==> src/verilog/ups_pkg.sv <==
// -----------------------------------------------
// UPS analog core shared definitions
// Converter widths, serial frame shape, register map
// and the register word views
// -----------------------------------------------
`default_nettype none

package ups_pkg;

    // -----------------------------------------------
    // Converter and frame
    // -----------------------------------------------
    localparam int DATA_W     = 12;                     // Converter code width
    localparam int FRAME_BITS = 16;                     // Serial clocks per frame
    localparam int LEAD_BITS  = 4;                      // Zeros ahead of the code
    localparam logic [DATA_W-1:0] FULL_SCALE = DATA_W'(4095);

    // -----------------------------------------------
    // Register map
    // -----------------------------------------------
    localparam int REG_W      = 32;
    localparam int REG_ADDR_W = 2;

    localparam logic [REG_ADDR_W-1:0] REG_MODE  = REG_ADDR_W'(0);
    localparam logic [REG_ADDR_W-1:0] REG_DAC0  = REG_ADDR_W'(1);   // DAC0 test code
    localparam logic [REG_ADDR_W-1:0] REG_DAC1  = REG_ADDR_W'(2);   // DAC1 test code
    localparam logic [REG_ADDR_W-1:0] REG_VALVE = REG_ADDR_W'(3);   // Valve in bit 0

    // Code 3 is not listed and behaves as idle
    typedef enum logic [1:0] {
        MODE_IDLE   = 2'd0,
        MODE_TEST   = 2'd1,                             // DACs take register codes
        MODE_FOLLOW = 2'd2                              // DACs track the ADC
    } mode_e;

    // One register word, read as a mode or as a DAC code
    typedef union packed {
        struct packed {
            logic [REG_W-3:0]      rsvd;
            mode_e                 mode;                // Bits 1:0
        } mode_view;
        struct packed {
            logic [REG_W-DATA_W-1:0] rsvd;
            logic [DATA_W-1:0]       code;              // Bits 11:0
        } code_view;
    } reg_word_t;

endpackage

`default_nettype wire

==> src/verilog/ups.sv <==
// -----------------------------------------------
// UPS analog core top level
// Register block, mode control, ADC reader and
// dual DAC writer on one clock
// -----------------------------------------------
`timescale 1ns/1ps
`default_nettype none

module ups #(
    parameter int SCLK_DIV = 2                          // Serial clock half period
) (
    input  logic                                clk,
    input  logic                                rst,
    // Register writes
    input  logic                                reg_wr,
    input  logic [ups_pkg::REG_ADDR_W-1:0]      reg_addr,
    input  ups_pkg::reg_word_t                  reg_wdata,
    // ADC serial port
    input  logic                                adc_din,
    output logic                                adc_sclk,
    output logic                                adc_cs_n,
    // DAC serial port
    output logic                                dac_sclk,
    output logic                                dac_cs_n,
    output logic                                dac_dout0,
    output logic                                dac_dout1,
    output logic                                valve          // Open drain valve drive
);
    import ups_pkg::*;

    // -----------------------------------------------
    // Internal nets
    // -----------------------------------------------
    mode_e                  mode;
    logic                   mode_dv;
    logic [DATA_W-1:0]      dac0_test;
    logic                   dac0_test_dv;
    logic [DATA_W-1:0]      dac1_test;
    logic                   dac1_test_dv;
    logic [DATA_W-1:0]      adc_data;                   // Latest ADC sample
    logic                   adc_dv;
    logic [DATA_W-1:0]      dac0_data;                  // Codes toward the writer
    logic                   dac0_dv;
    logic [DATA_W-1:0]      dac1_data;
    logic                   dac1_dv;

    ups_regs regs0 (
        .clk          (clk),
        .rst          (rst),
        .reg_wr       (reg_wr),
        .reg_addr     (reg_addr),
        .reg_wdata    (reg_wdata),
        .mode         (mode),
        .mode_dv      (mode_dv),
        .dac0_test    (dac0_test),
        .dac0_test_dv (dac0_test_dv),
        .dac1_test    (dac1_test),
        .dac1_test_dv (dac1_test_dv),
        .valve        (valve)
    );

    ups_ctrl ctrl0 (
        .clk          (clk),
        .rst          (rst),
        .mode         (mode),
        .mode_dv      (mode_dv),
        .dac0_test    (dac0_test),
        .dac0_test_dv (dac0_test_dv),
        .dac1_test    (dac1_test),
        .dac1_test_dv (dac1_test_dv),
        .adc_data     (adc_data),
        .adc_dv       (adc_dv),
        .dac0_data    (dac0_data),
        .dac0_dv      (dac0_dv),
        .dac1_data    (dac1_data),
        .dac1_dv      (dac1_dv)
    );

    // -----------------------------------------------
    // Converters
    // -----------------------------------------------
    ups_ad #(
        .SCLK_DIV     (SCLK_DIV)
    ) ad0 (
        .clk          (clk),
        .rst          (rst),
        .adc_din      (adc_din),
        .adc_sclk     (adc_sclk),
        .adc_cs_n     (adc_cs_n),
        .adc_data     (adc_data),
        .adc_dv       (adc_dv)
    );

    ups_da #(
        .SCLK_DIV     (SCLK_DIV)
    ) da0 (
        .clk          (clk),
        .rst          (rst),
        .dac0_data    (dac0_data),
        .dac0_dv      (dac0_dv),
        .dac1_data    (dac1_data),
        .dac1_dv      (dac1_dv),
        .dac_sclk     (dac_sclk),
        .dac_cs_n     (dac_cs_n),
        .dac_dout0    (dac_dout0),
        .dac_dout1    (dac_dout1)
    );

endmodule

`default_nettype wire

==> src/verilog/ups_ad.sv <==
// -----------------------------------------------
// UPS serial ADC reader
// Runs back to back 16 clock frames, samples on
// the rising sclk edge, keeps the low 12 bits
// -----------------------------------------------
`timescale 1ns/1ps
`default_nettype none

module ups_ad #(
    parameter int SCLK_DIV = 2                          // Clocks per sclk half period
) (
    input  logic                                clk,
    input  logic                                rst,
    input  logic                                adc_din,
    output logic                                adc_sclk,      // Idles high
    output logic                                adc_cs_n,
    output logic [ups_pkg::DATA_W-1:0]          adc_data,
    output logic                                adc_dv
);
    import ups_pkg::*;

    localparam int DIV_W  = (SCLK_DIV > 1) ? $clog2(SCLK_DIV) : 1;
    localparam int HALF_N = 2 * FRAME_BITS;             // Half periods with cs low
    localparam int PH_W   = $clog2(HALF_N + 2);         // Frame plus two gap halves

    logic [DIV_W-1:0]       div_cnt;
    logic                   tick;                       // End of a half period
    logic [PH_W-1:0]        ph;                         // Half period index
    logic [PH_W-1:0]        ph_nxt;
    logic                   rise;                       // sclk goes high now
    logic [FRAME_BITS-1:0]  shreg;
    logic                   last_bit;

    assign tick   = (div_cnt == DIV_W'(SCLK_DIV - 1));
    assign ph_nxt = (ph == PH_W'(HALF_N + 1)) ? '0 : ph + 1'b1;
    assign rise   = tick && (ph_nxt < PH_W'(HALF_N)) && ph_nxt[0];

    // -----------------------------------------------
    // Divider and frame sequencing
    // -----------------------------------------------
    always_ff @(posedge clk) begin
        if (rst) begin
            div_cnt  <= '0;
            ph       <= PH_W'(HALF_N);                  // Start inside the gap
            adc_cs_n <= 1'b1;
            adc_sclk <= 1'b1;
            last_bit <= 1'b0;
            adc_dv   <= 1'b0;
        end else begin
            div_cnt  <= tick ? '0 : div_cnt + 1'b1;
            last_bit <= rise && (ph_nxt == PH_W'(HALF_N - 1));
            adc_dv   <= last_bit;                       // One cycle after last capture
            if (tick) begin
                ph       <= ph_nxt;
                adc_cs_n <= (ph_nxt >= PH_W'(HALF_N));
                // Low on even halves of the frame, sclk and cs fall together
                adc_sclk <= (ph_nxt >= PH_W'(HALF_N)) || ph_nxt[0];
            end
        end
    end

    // -----------------------------------------------
    // Capture
    // -----------------------------------------------
    always_ff @(posedge clk) begin
        if (rise) begin
            shreg <= {shreg[FRAME_BITS-2:0], adc_din};  // MSB first
        end
        if (last_bit) begin
            adc_data <= shreg[DATA_W-1:0];              // Leading zeros dropped
        end
    end

endmodule

`default_nettype wire

==> src/verilog/ups_ctrl.sv <==
// -----------------------------------------------
// UPS mode control
// Picks the DAC source per mode: register test
// codes, ADC samples with complement, or nothing
// -----------------------------------------------
`timescale 1ns/1ps
`default_nettype none

module ups_ctrl (
    input  logic                                clk,
    input  logic                                rst,
    input  ups_pkg::mode_e                      mode,
    input  logic                                mode_dv,
    input  logic [ups_pkg::DATA_W-1:0]          dac0_test,
    input  logic                                dac0_test_dv,
    input  logic [ups_pkg::DATA_W-1:0]          dac1_test,
    input  logic                                dac1_test_dv,
    input  logic [ups_pkg::DATA_W-1:0]          adc_data,
    input  logic                                adc_dv,
    output logic [ups_pkg::DATA_W-1:0]          dac0_data,
    output logic                                dac0_dv,
    output logic [ups_pkg::DATA_W-1:0]          dac1_data,
    output logic                                dac1_dv
);
    import ups_pkg::*;

    mode_e                  act_mode;                   // Mode in force

    // -----------------------------------------------
    // Mode and strobes
    // -----------------------------------------------
    always_ff @(posedge clk) begin
        if (rst) begin
            act_mode <= MODE_IDLE;
            dac0_dv  <= 1'b0;
            dac1_dv  <= 1'b0;
        end else begin
            if (mode_dv) begin
                act_mode <= mode;
            end
            case (act_mode)
                MODE_TEST: begin
                    dac0_dv <= dac0_test_dv;            // Each channel on its own
                    dac1_dv <= dac1_test_dv;
                end
                MODE_FOLLOW: begin
                    dac0_dv <= adc_dv;                  // Both channels at once
                    dac1_dv <= adc_dv;
                end
                default: begin                          // Idle and code 3
                    dac0_dv <= 1'b0;
                    dac1_dv <= 1'b0;
                end
            endcase
        end
    end

    // -----------------------------------------------
    // Codes
    // -----------------------------------------------
    always_ff @(posedge clk) begin
        if (act_mode == MODE_TEST) begin
            if (dac0_test_dv) begin
                dac0_data <= dac0_test;
            end
            if (dac1_test_dv) begin
                dac1_data <= dac1_test;
            end
        end else if ((act_mode == MODE_FOLLOW) && adc_dv) begin
            dac0_data <= adc_data;                      // Sample as is
            dac1_data <= FULL_SCALE - adc_data;         // Mirrored sample
        end
    end

endmodule

`default_nettype wire

==> src/verilog/ups_da.sv <==
// -----------------------------------------------
// UPS dual channel serial DAC writer
// Holds the newest code per channel and sends both
// in one frame under a shared sclk and chip select
// -----------------------------------------------
`timescale 1ns/1ps
`default_nettype none

module ups_da #(
    parameter int SCLK_DIV = 2                          // Clocks per sclk half period
) (
    input  logic                                clk,
    input  logic                                rst,
    input  logic [ups_pkg::DATA_W-1:0]          dac0_data,
    input  logic                                dac0_dv,
    input  logic [ups_pkg::DATA_W-1:0]          dac1_data,
    input  logic                                dac1_dv,
    output logic                                dac_sclk,      // Idles high
    output logic                                dac_cs_n,
    output logic                                dac_dout0,
    output logic                                dac_dout1
);
    import ups_pkg::*;

    localparam int DIV_W  = (SCLK_DIV > 1) ? $clog2(SCLK_DIV) : 1;
    localparam int HALF_N = 2 * FRAME_BITS;             // Half periods with cs low
    localparam int PH_W   = $clog2(HALF_N + 3);

    logic [DATA_W-1:0]      code0;                      // Newest DAC0 code
    logic [DATA_W-1:0]      code1;
    logic                   pending;                    // Frame owed
    logic                   busy;                       // Frame or gap running
    logic                   start;
    logic [DIV_W-1:0]       div_cnt;
    logic                   tick;
    logic [PH_W-1:0]        ph;
    logic [PH_W-1:0]        ph_nxt;
    logic [FRAME_BITS-1:0]  sh0;
    logic [FRAME_BITS-1:0]  sh1;

    assign tick      = (div_cnt == DIV_W'(SCLK_DIV - 1));
    assign ph_nxt    = ph + 1'b1;
    assign start     = !busy && pending;
    assign dac_dout0 = sh0[FRAME_BITS-1];               // MSB drives the line
    assign dac_dout1 = sh1[FRAME_BITS-1];

    // -----------------------------------------------
    // Held codes and pending request
    // -----------------------------------------------
    always_ff @(posedge clk) begin
        if (rst) begin
            code0   <= '0;
            code1   <= '0;
            pending <= 1'b0;
        end else begin
            if (dac0_dv) begin
                code0 <= dac0_data;
            end
            if (dac1_dv) begin
                code1 <= dac1_data;
            end
            if (dac0_dv || dac1_dv) begin
                pending <= 1'b1;                        // Wins over a start
            end else if (start) begin
                pending <= 1'b0;
            end
        end
    end

    // -----------------------------------------------
    // Frame engine
    // -----------------------------------------------
    always_ff @(posedge clk) begin
        if (rst) begin
            busy     <= 1'b0;
            div_cnt  <= '0;
            ph       <= '0;
            dac_cs_n <= 1'b1;
            dac_sclk <= 1'b1;
            sh0      <= '0;                             // Lines low between frames
            sh1      <= '0;
        end else if (start) begin
            busy     <= 1'b1;
            div_cnt  <= '0;
            ph       <= '0;
            dac_cs_n <= 1'b0;                           // cs and sclk fall together
            dac_sclk <= 1'b0;
            sh0      <= {{LEAD_BITS{1'b0}}, code0};
            sh1      <= {{LEAD_BITS{1'b0}}, code1};
        end else if (busy) begin
            div_cnt <= tick ? '0 : div_cnt + 1'b1;
            if (tick) begin
                ph       <= ph_nxt;
                dac_cs_n <= (ph_nxt >= PH_W'(HALF_N));
                dac_sclk <= (ph_nxt >= PH_W'(HALF_N)) || ph_nxt[0];
                // Next bit after each fall, zeros once the frame ends
                if (!ph_nxt[0]) begin
                    sh0 <= {sh0[FRAME_BITS-2:0], 1'b0};
                    sh1 <= {sh1[FRAME_BITS-2:0], 1'b0};
                end
                if (ph_nxt == PH_W'(HALF_N + 2)) begin
                    busy <= 1'b0;                       // Gap of one sclk period done
                end
            end
        end
    end

endmodule

`default_nettype wire

==> src/verilog/ups_regs.sv <==
// -----------------------------------------------
// UPS register block
// Decodes plain write strobes into the mode, the
// two DAC test codes and the valve bit
// -----------------------------------------------
`timescale 1ns/1ps
`default_nettype none

module ups_regs (
    input  logic                                clk,
    input  logic                                rst,
    input  logic                                reg_wr,        // One cycle write strobe
    input  logic [ups_pkg::REG_ADDR_W-1:0]      reg_addr,
    input  ups_pkg::reg_word_t                  reg_wdata,
    output ups_pkg::mode_e                      mode,
    output logic                                mode_dv,
    output logic [ups_pkg::DATA_W-1:0]          dac0_test,
    output logic                                dac0_test_dv,
    output logic [ups_pkg::DATA_W-1:0]          dac1_test,
    output logic                                dac1_test_dv,
    output logic                                valve
);
    import ups_pkg::*;

    // -----------------------------------------------
    // Control registers and update pulses
    // -----------------------------------------------
    always_ff @(posedge clk) begin
        if (rst) begin
            mode         <= MODE_IDLE;
            mode_dv      <= 1'b0;
            dac0_test_dv <= 1'b0;
            dac1_test_dv <= 1'b0;
            valve        <= 1'b0;                       // Valve closed
        end else begin
            mode_dv      <= reg_wr && (reg_addr == REG_MODE);
            dac0_test_dv <= reg_wr && (reg_addr == REG_DAC0);
            dac1_test_dv <= reg_wr && (reg_addr == REG_DAC1);
            if (reg_wr && (reg_addr == REG_MODE)) begin
                mode <= reg_wdata.mode_view.mode;       // Mode view of the word
            end
            if (reg_wr && (reg_addr == REG_VALVE)) begin
                valve <= reg_wdata[0];
            end
        end
    end

    // Test codes, taken through the code view
    always_ff @(posedge clk) begin
        if (reg_wr && (reg_addr == REG_DAC0)) begin
            dac0_test <= reg_wdata.code_view.code;
        end
        if (reg_wr && (reg_addr == REG_DAC1)) begin
            dac1_test <= reg_wdata.code_view.code;
        end
    end

endmodule

`default_nettype wire
==> config.mk <==
export PLATFORM = sky130hd
export DESIGN_NAME = ups
export DESIGN_NICKNAME = d
export VERILOG_FILES = /design/src/verilog/ups_pkg.sv /design/src/verilog/ups.sv /design/src/verilog/ups_ad.sv /design/src/verilog/ups_ctrl.sv /design/src/verilog/ups_da.sv /design/src/verilog/ups_regs.sv
export SDC_FILE = /design/constraint.sdc
export NUM_CORES = 1
export LEC_CHECK = 0
export ABC_AREA = 1
export BUFFER_PORTS_ARGS = -buffer_cell sky130_fd_sc_hd__buf_2
export CORE_AREA = 2 2 176 109
export DETAILED_ROUTE_END_ITERATION = 12
export DIE_AREA = 0 0 178 111
export GPL_ROUTABILITY_DRIVEN = 0
export MAX_ROUTING_LAYER = met4
export PLACE_DENSITY = 0.55
export REMOVE_ABC_BUFFERS = 1
export SLEW_MARGIN = 0
export SYNTH_ARGS = -nofsm -noshare
export SYNTH_HDL_FRONTEND = slang
export SYNTH_SLANG_ARGS = --single-unit
==> constraint.sdc <==
create_clock -name clk -period 3.6 [get_ports clk]
set_clock_uncertainty 0.2 [all_clocks]
set_input_delay 0.54 -clock clk [delete_from_list [all_inputs] [get_ports clk]]
set_output_delay 0.54 -clock clk [all_outputs]
set_load 0.1 [all_outputs]
Yosys cells after proc, flatten, opt, wreduce, memory -nomap -nowiden:

Index checks and enable logic that the tools add are counted.

* add/sub/neg operators: 5
* $lt $le $gt $ge: 3
* eq/ne operators: 11
* mux-type cells: 30
* bitwise operators: 1
* reduce and logical (&&, ||, !) cells: 26

Operators by type and width (count)
* 12-bit 2-to-1 mux: 14
* 1-bit 2-to-1 mux: 13
* 6-bit by 1-bit adder with 6-bit output (second input constant): 2
* 6-bit == test (second input constant): 2
* 6-bit greater-or-equal comparator (second input constant): 2
* 12-bit subtractor (first input constant): 1
* 1-bit logical AND: 9
* 2-bit AND reduction: 4
* 2-bit nonzero test: 4
* 2-bit == test (second input constant): 3
* 6-bit by 5-bit == test with 1-bit output (second input constant): 1
* 6-bit less-than comparator (second input constant): 1
* 6-bit 2-to-1 mux: 1
* 3-bit AND reduction: 2
* 2-bit by 1-bit == test with 1-bit output (second input constant): 2
* 2-bit inequality test (second input constant): 2
* 1-bit case mux with 2 select lines: 2
* 2-bit OR reduction: 2
* 1-bit logical OR: 3
* 1-bit adder (second input constant): 2
* 2-bit logical NOT: 1
* 2-bit by 1-bit inequality test with 1-bit output (second input constant): 1
* 1-bit logical NOT: 1
* 1-bit NOT: 1

* register bits: 160
* output and inout bits: 7

Logic depth before layout (Yosys ltp):

* word-level depth: 6
* mapped depth: 8
* mapped depth without buffers: 8

By module:

A second synthesis with hierarchy kept.

* cell total of the unflattened synthesis: 632
* area, all modules: 6203.4 µm²

By module, submodules not included
* ups_da: times used 1, cells each 356, area an instance 2798.9 µm²
* ups_ad: times used 1, cells each 100, area an instance 1252.5 µm²
* ups_ctrl: times used 1, cells each 119, area an instance 1199.9 µm²
* ups_regs: times used 1, cells each 57, area an instance 952.2 µm²

Least setup slack after synthesis:

OpenSTA, ideal clock, no wires.

* kind: flip-flop to flip-flop
* start point: register ctrl0.act_mode[1]
* end point: register ctrl0.dac0_data[0] (netlist bit) (enable)
* setup time: 0.398 ns
* arrival: 1.873 ns
* data required time: 3.002 ns
* path slack: 1.129 ns
* stages on the path, launching flop included: 7
* path buffers: 2
* path through: dfxtp_1 inv_1 ha_1 inv_1 buf_2 buf_1 o21ai_0

* cells in the longest elaborated chain, start to end: 4
* elaborated cells on any way between the ends: 6
* classes of those cells: 3 x eq/ne; 3 x reduce/logical

RTL lines
* from (decl): RTL line ups_ctrl.sv:27 `mode_e act_mode;`
* from (signal assigned): RTL line ups_ctrl.sv:39 `act_mode <= mode;`
* 2-bit == test: RTL line ups_ctrl.sv:69 `end else if ((act_mode == MODE_FOLLOW) && adc_dv) begin`
* 1-bit logical AND: RTL line ups_ctrl.sv:69
* 2-bit nonzero test (no source line)
* 2-bit AND reduction (no source line) *
* to (signal assigned): RTL line ups_ctrl.sv:64 `dac0_data <= dac0_test;`
* to (signal assigned): RTL line ups_ctrl.sv:70 `dac0_data <= adc_data;`
* to (decl): RTL line ups_ctrl.sv:20 `output logic [ups_pkg::DATA_W-1:0] dac0_data,`

Every way passes the cells marked *; elsewhere a longest branch is shown, timed or not.
A chain may end at the register's enable or synchronous reset.

Worst setup path after layout:

* start point: register ctrl0.act_mode[1]
* end point: register ctrl0.dac0_data[2] (netlist bit) (enable)

Same word-level chain as after synthesis.

==> flow_metrics.py <==
metrics = {
    "sta": {
        "tightest_slew_ns": 1.06,
        "max_freq_mhz": 386,
        "slew_violations": 0,
        "timing.final.crit_period_ns": 2.59,
        "slew_headroom": 0.288,
        "hold_viol_final": 0,
        "fin_ws_ns": 1.01,
        "rsz0062_at_grt": "no",
        "fin_crit_sh": 0.720,
        "setup_tns_ns": 0,
        "final-setup-viol-count": 0,
    },
    "power_and_ir_drop": {
        "ir_drop_mv": 0.327,
        "cellLeakagePower_nw": 2.49,
        "power.density_nw_per_um2": 547,
    },
    "worst_setup_path": {
        "cp-end-kind": "flop",
        "max_stage_delay_ns": 0.73,
        "required_ns": 3.51,
        "crit_buf_inv": 3,
        "reg2reg_slack_ns": 1.01,
        "r2r-end": "ctrl0.dac0_data[2]$_DFFE_PP_",
        "path_max_fanout": 29,
        "cp.arrival_ns": 2.50,
        "startpoint_type": "flop",
        "critical-path-top-delay-family": "buffers and inverters",
        "crit-reg2reg-launch": "ctrl0.act_mode[1]$_SDFFE_PP0P_",
        "critPathSlowestCell": "inv_1",
        "reg2reg_depth": 6,
        "crit_type": "reg2reg",
        "crit_chain": "inv_1 > ha_1 > inv_1 > nand3_1 > o21ai_0 > buf_4",
        "crit_top_cell": "inv_1",
    },
    "cts": {
        "clockBufferDepth": 2,
        "clkLatencyLatePin_ns": 0.42,
        "cts_tree": "built",
        "h-tree-depth": 4,
        "cts_setup_buffers": 0,
        "cts_resized": 0,
        "hold_buffers": 0,
        "clock_sinks": 159,
        "clockRootBuffer": "clkbuf_16",
        "clkTransAtPathRegs_ns": 0.07,
        "cts_made_buffers": 17,
    },
    "die": {
        "start_util": 0.329,
        "ios": 45,
        "die_w_um": 178,
        "dieArea_um2": 19800,
        "num_rows": 39,
        "floorplan.core_area_um2": 18400,
        "die_h_um": 111,
    },
    "final_layout": {
        "area_delta_synth_final_pct": 15.0,
        "nNetsFinal": 664,
        "layout-drive-gt1-share": 0.130,
        "reg_top3": "da0.sh0 (16), da0.sh1 (16)",
        "final_cell_mix": "123 x nand2_1, 87 x dfxtp_1, 72 x edfxtp_1",
        "mostFrequentLayoutCell": "nand2_1",
    },
    "detailed_routing": {
        "via_count": 3967,
        "dr.pass1.iters": 5,
        "drc": 0,
        "drt.antenna.violating_nets": 0,
        "wl_per_cell_um": 13.3,
        "wl_um": 11700,
        "first_iter_violations": 260,
        "via_per_inst": 4.51,
    },
    "grt": {
        "antenna_found_initial": 1,
        "gr-total-overflow": 0,
        "grt_max_degree": 49,
        "grt_first_pass_wirelength_um": 19700,
        "grt_usage": 0.132,
        "grt_pass1_vias": 3924,
    },
    "placed_design": {
        "numPortBuffers": 24,
        "dp_hpwl_um": 7540,
        "place_ws_ns": 1.05,
    },
    "worst_hold_path": {
        "min_from": "adc_din",
        "hp-class": "in2reg",
        "hold_path_depth": 1,
        "holdPathEnd": "ad0.shreg[0]$_DFFE_PP_",
    },
    "synth": {
        "ys_seq_elements": 159,
        "syn_area_um2": 6050,
        "synth.distinct_cells": 32,
        "ys_warn_count": 0,
        "avgSynthCellArea_um2": 10.1,
        "synth_cells": 599,
        "ys_seq_area_frac": 0.645,
    },
    "run": {
        "maxCapViolations": 0,
    },
    "run_status": {
        "outcome": "complete, no violations",
    },
}
## worst register-to-register path, stage by stage, from the launching register on
cell	delay, ns
dfxtp_1	0.33
inv_1	0.06
ha_1	0.38
inv_1	0.73
nand3_1	0.18
o21ai_0	0.14
buf_4	0.26
## final cells by class
class / instances / area (um2)
Multi-Input combinational cell: 347 / 1750
Clock buffer: 20 / 468
Clock inverter: 12 / 120
Timing Repair Buffer: 30 / 165
Fill cell: 1818 / 11400
Sequential cell: 159 / 3900
Inverter: 65 / 244
Tap cell: 246 / 308
Antenna cell: 1 / 2.50
## per-layer routing
| layer | vias to the layer above | global-route usage | routed length, um |
|---|---|---|---|
| li1 | 2044 | - | - |
| met1 | 1843 | 0.180 | 6000 |
| met2 | 70 | 0.189 | 5070 |
| met3 | 10 | 0.0343 | 493 |
| met4 | 0 | 0.0492 | 114 |
| met5 | - | - | 0 |
## per-stage QoR
step	area (um2)	hold slack (ns)	power, W	utilization	cells
after global placement	6370	0.210	0.00206	0.346	847
final	6960	0.0948	0.00380	0.378	880
after CTS	6960	0.0783	0.00384	0.378	879
after floorplan	5890	0.200	0.00202	-	571
after detailed placement	6370	0.206	0.00207	0.346	847
after global routing	6960	0.0745	0.00394	0.378	880
## how the worst max path moves through the flow
| stage | startpoint | end | cells after the start |
|---|---|---|---|
| after floorplan | ctrl0.act_mode[1]$_SDFFE_PP0P_ | ctrl0.dac0_data[0]$_DFFE_PP_ | 4 |
| after global placement | ctrl0.act_mode[1]$_SDFFE_PP0P_ | ctrl0.dac0_data[7]$_DFFE_PP_ | 6 |
| after detailed placement | ctrl0.act_mode[1]$_SDFFE_PP0P_ | ctrl0.dac0_data[7]$_DFFE_PP_ | 5 |
| after CTS | ctrl0.act_mode[1]$_SDFFE_PP0P_ | ctrl0.dac0_data[2]$_DFFE_PP_ | 6 |
| after global routing | ctrl0.act_mode[1]$_SDFFE_PP0P_ | ctrl0.dac0_data[3]$_DFFE_PP_ | 5 |
| final | ctrl0.act_mode[1]$_SDFFE_PP0P_ | ctrl0.dac0_data[2]$_DFFE_PP_ | 6 |
## kinds of logic (layout without fill, tap and decap cells)
group	count (synthesis)	after routing	share of synthesized area
compound gates	144	144	0.134
xor+xnor	3	3	0.00434
fa+ha+maj	6	6	0.0124
buf+inv	93	127	0.0676
flops	159	159	0.645
other cells	0	1	0
simple gates	194	194	0.137
## cell usage after synthesis
| cell type | count | area share |
|---|---|---|
| dfxtp_1 | 87 | 0.29 |
| buf_1 | 1 | 0.00062 |
| nand2_1 | 123 | 0.076 |
| buf_2 | 6 | 0.0050 |
| o21bai_1 | 1 | 0.0012 |
| edfxtp_1 | 72 | 0.36 |
| a21oi_1 | 43 | 0.036 |
| ha_1 | 6 | 0.012 |
| nor4_1 | 2 | 0.0021 |
| inv_2 | 3 | 0.0019 |
| clkbuf_1 | 13 | 0.0081 |
| nand4_1 | 3 | 0.0031 |
| nand3b_1 | 2 | 0.0025 |
| nor2_1 | 32 | 0.020 |
| xor2_1 | 3 | 0.0043 |
| o31ai_1 | 2 | 0.0025 |
| nor3b_1 | 2 | 0.0025 |
| o21a_1 | 12 | 0.015 |
| a21oi_2 | 9 | 0.013 |
| o21ai_0 | 63 | 0.052 |
| inv_1 | 62 | 0.038 |
| or2_2 | 2 | 0.0021 |
| a31oi_1 | 4 | 0.0041 |
| nand2_4 | 3 | 0.0056 |
| buf_6 | 6 | 0.011 |
| o22ai_1 | 6 | 0.0062 |
| o21ai_2 | 1 | 0.0014 |
| nand3_1 | 20 | 0.017 |
| buf_4 | 2 | 0.0025 |
| nor2_8 | 1 | 0.0033 |
| nor3_1 | 4 | 0.0033 |
| o21ai_1 | 3 | 0.0025 |
## report_power, final
part / leakage, nW / internal [W] / switching [W]
combinational: 0.843 / 0.0000289 / 0.0000802
sequential: 1.36 / 0.00191 / 0.0000112
clock: 0.291 / 0.00103 / 0.000749
total: 2.49 / 0.00296 / 0.000840
No activity file was read; power rests on OpenSTA's default activity.
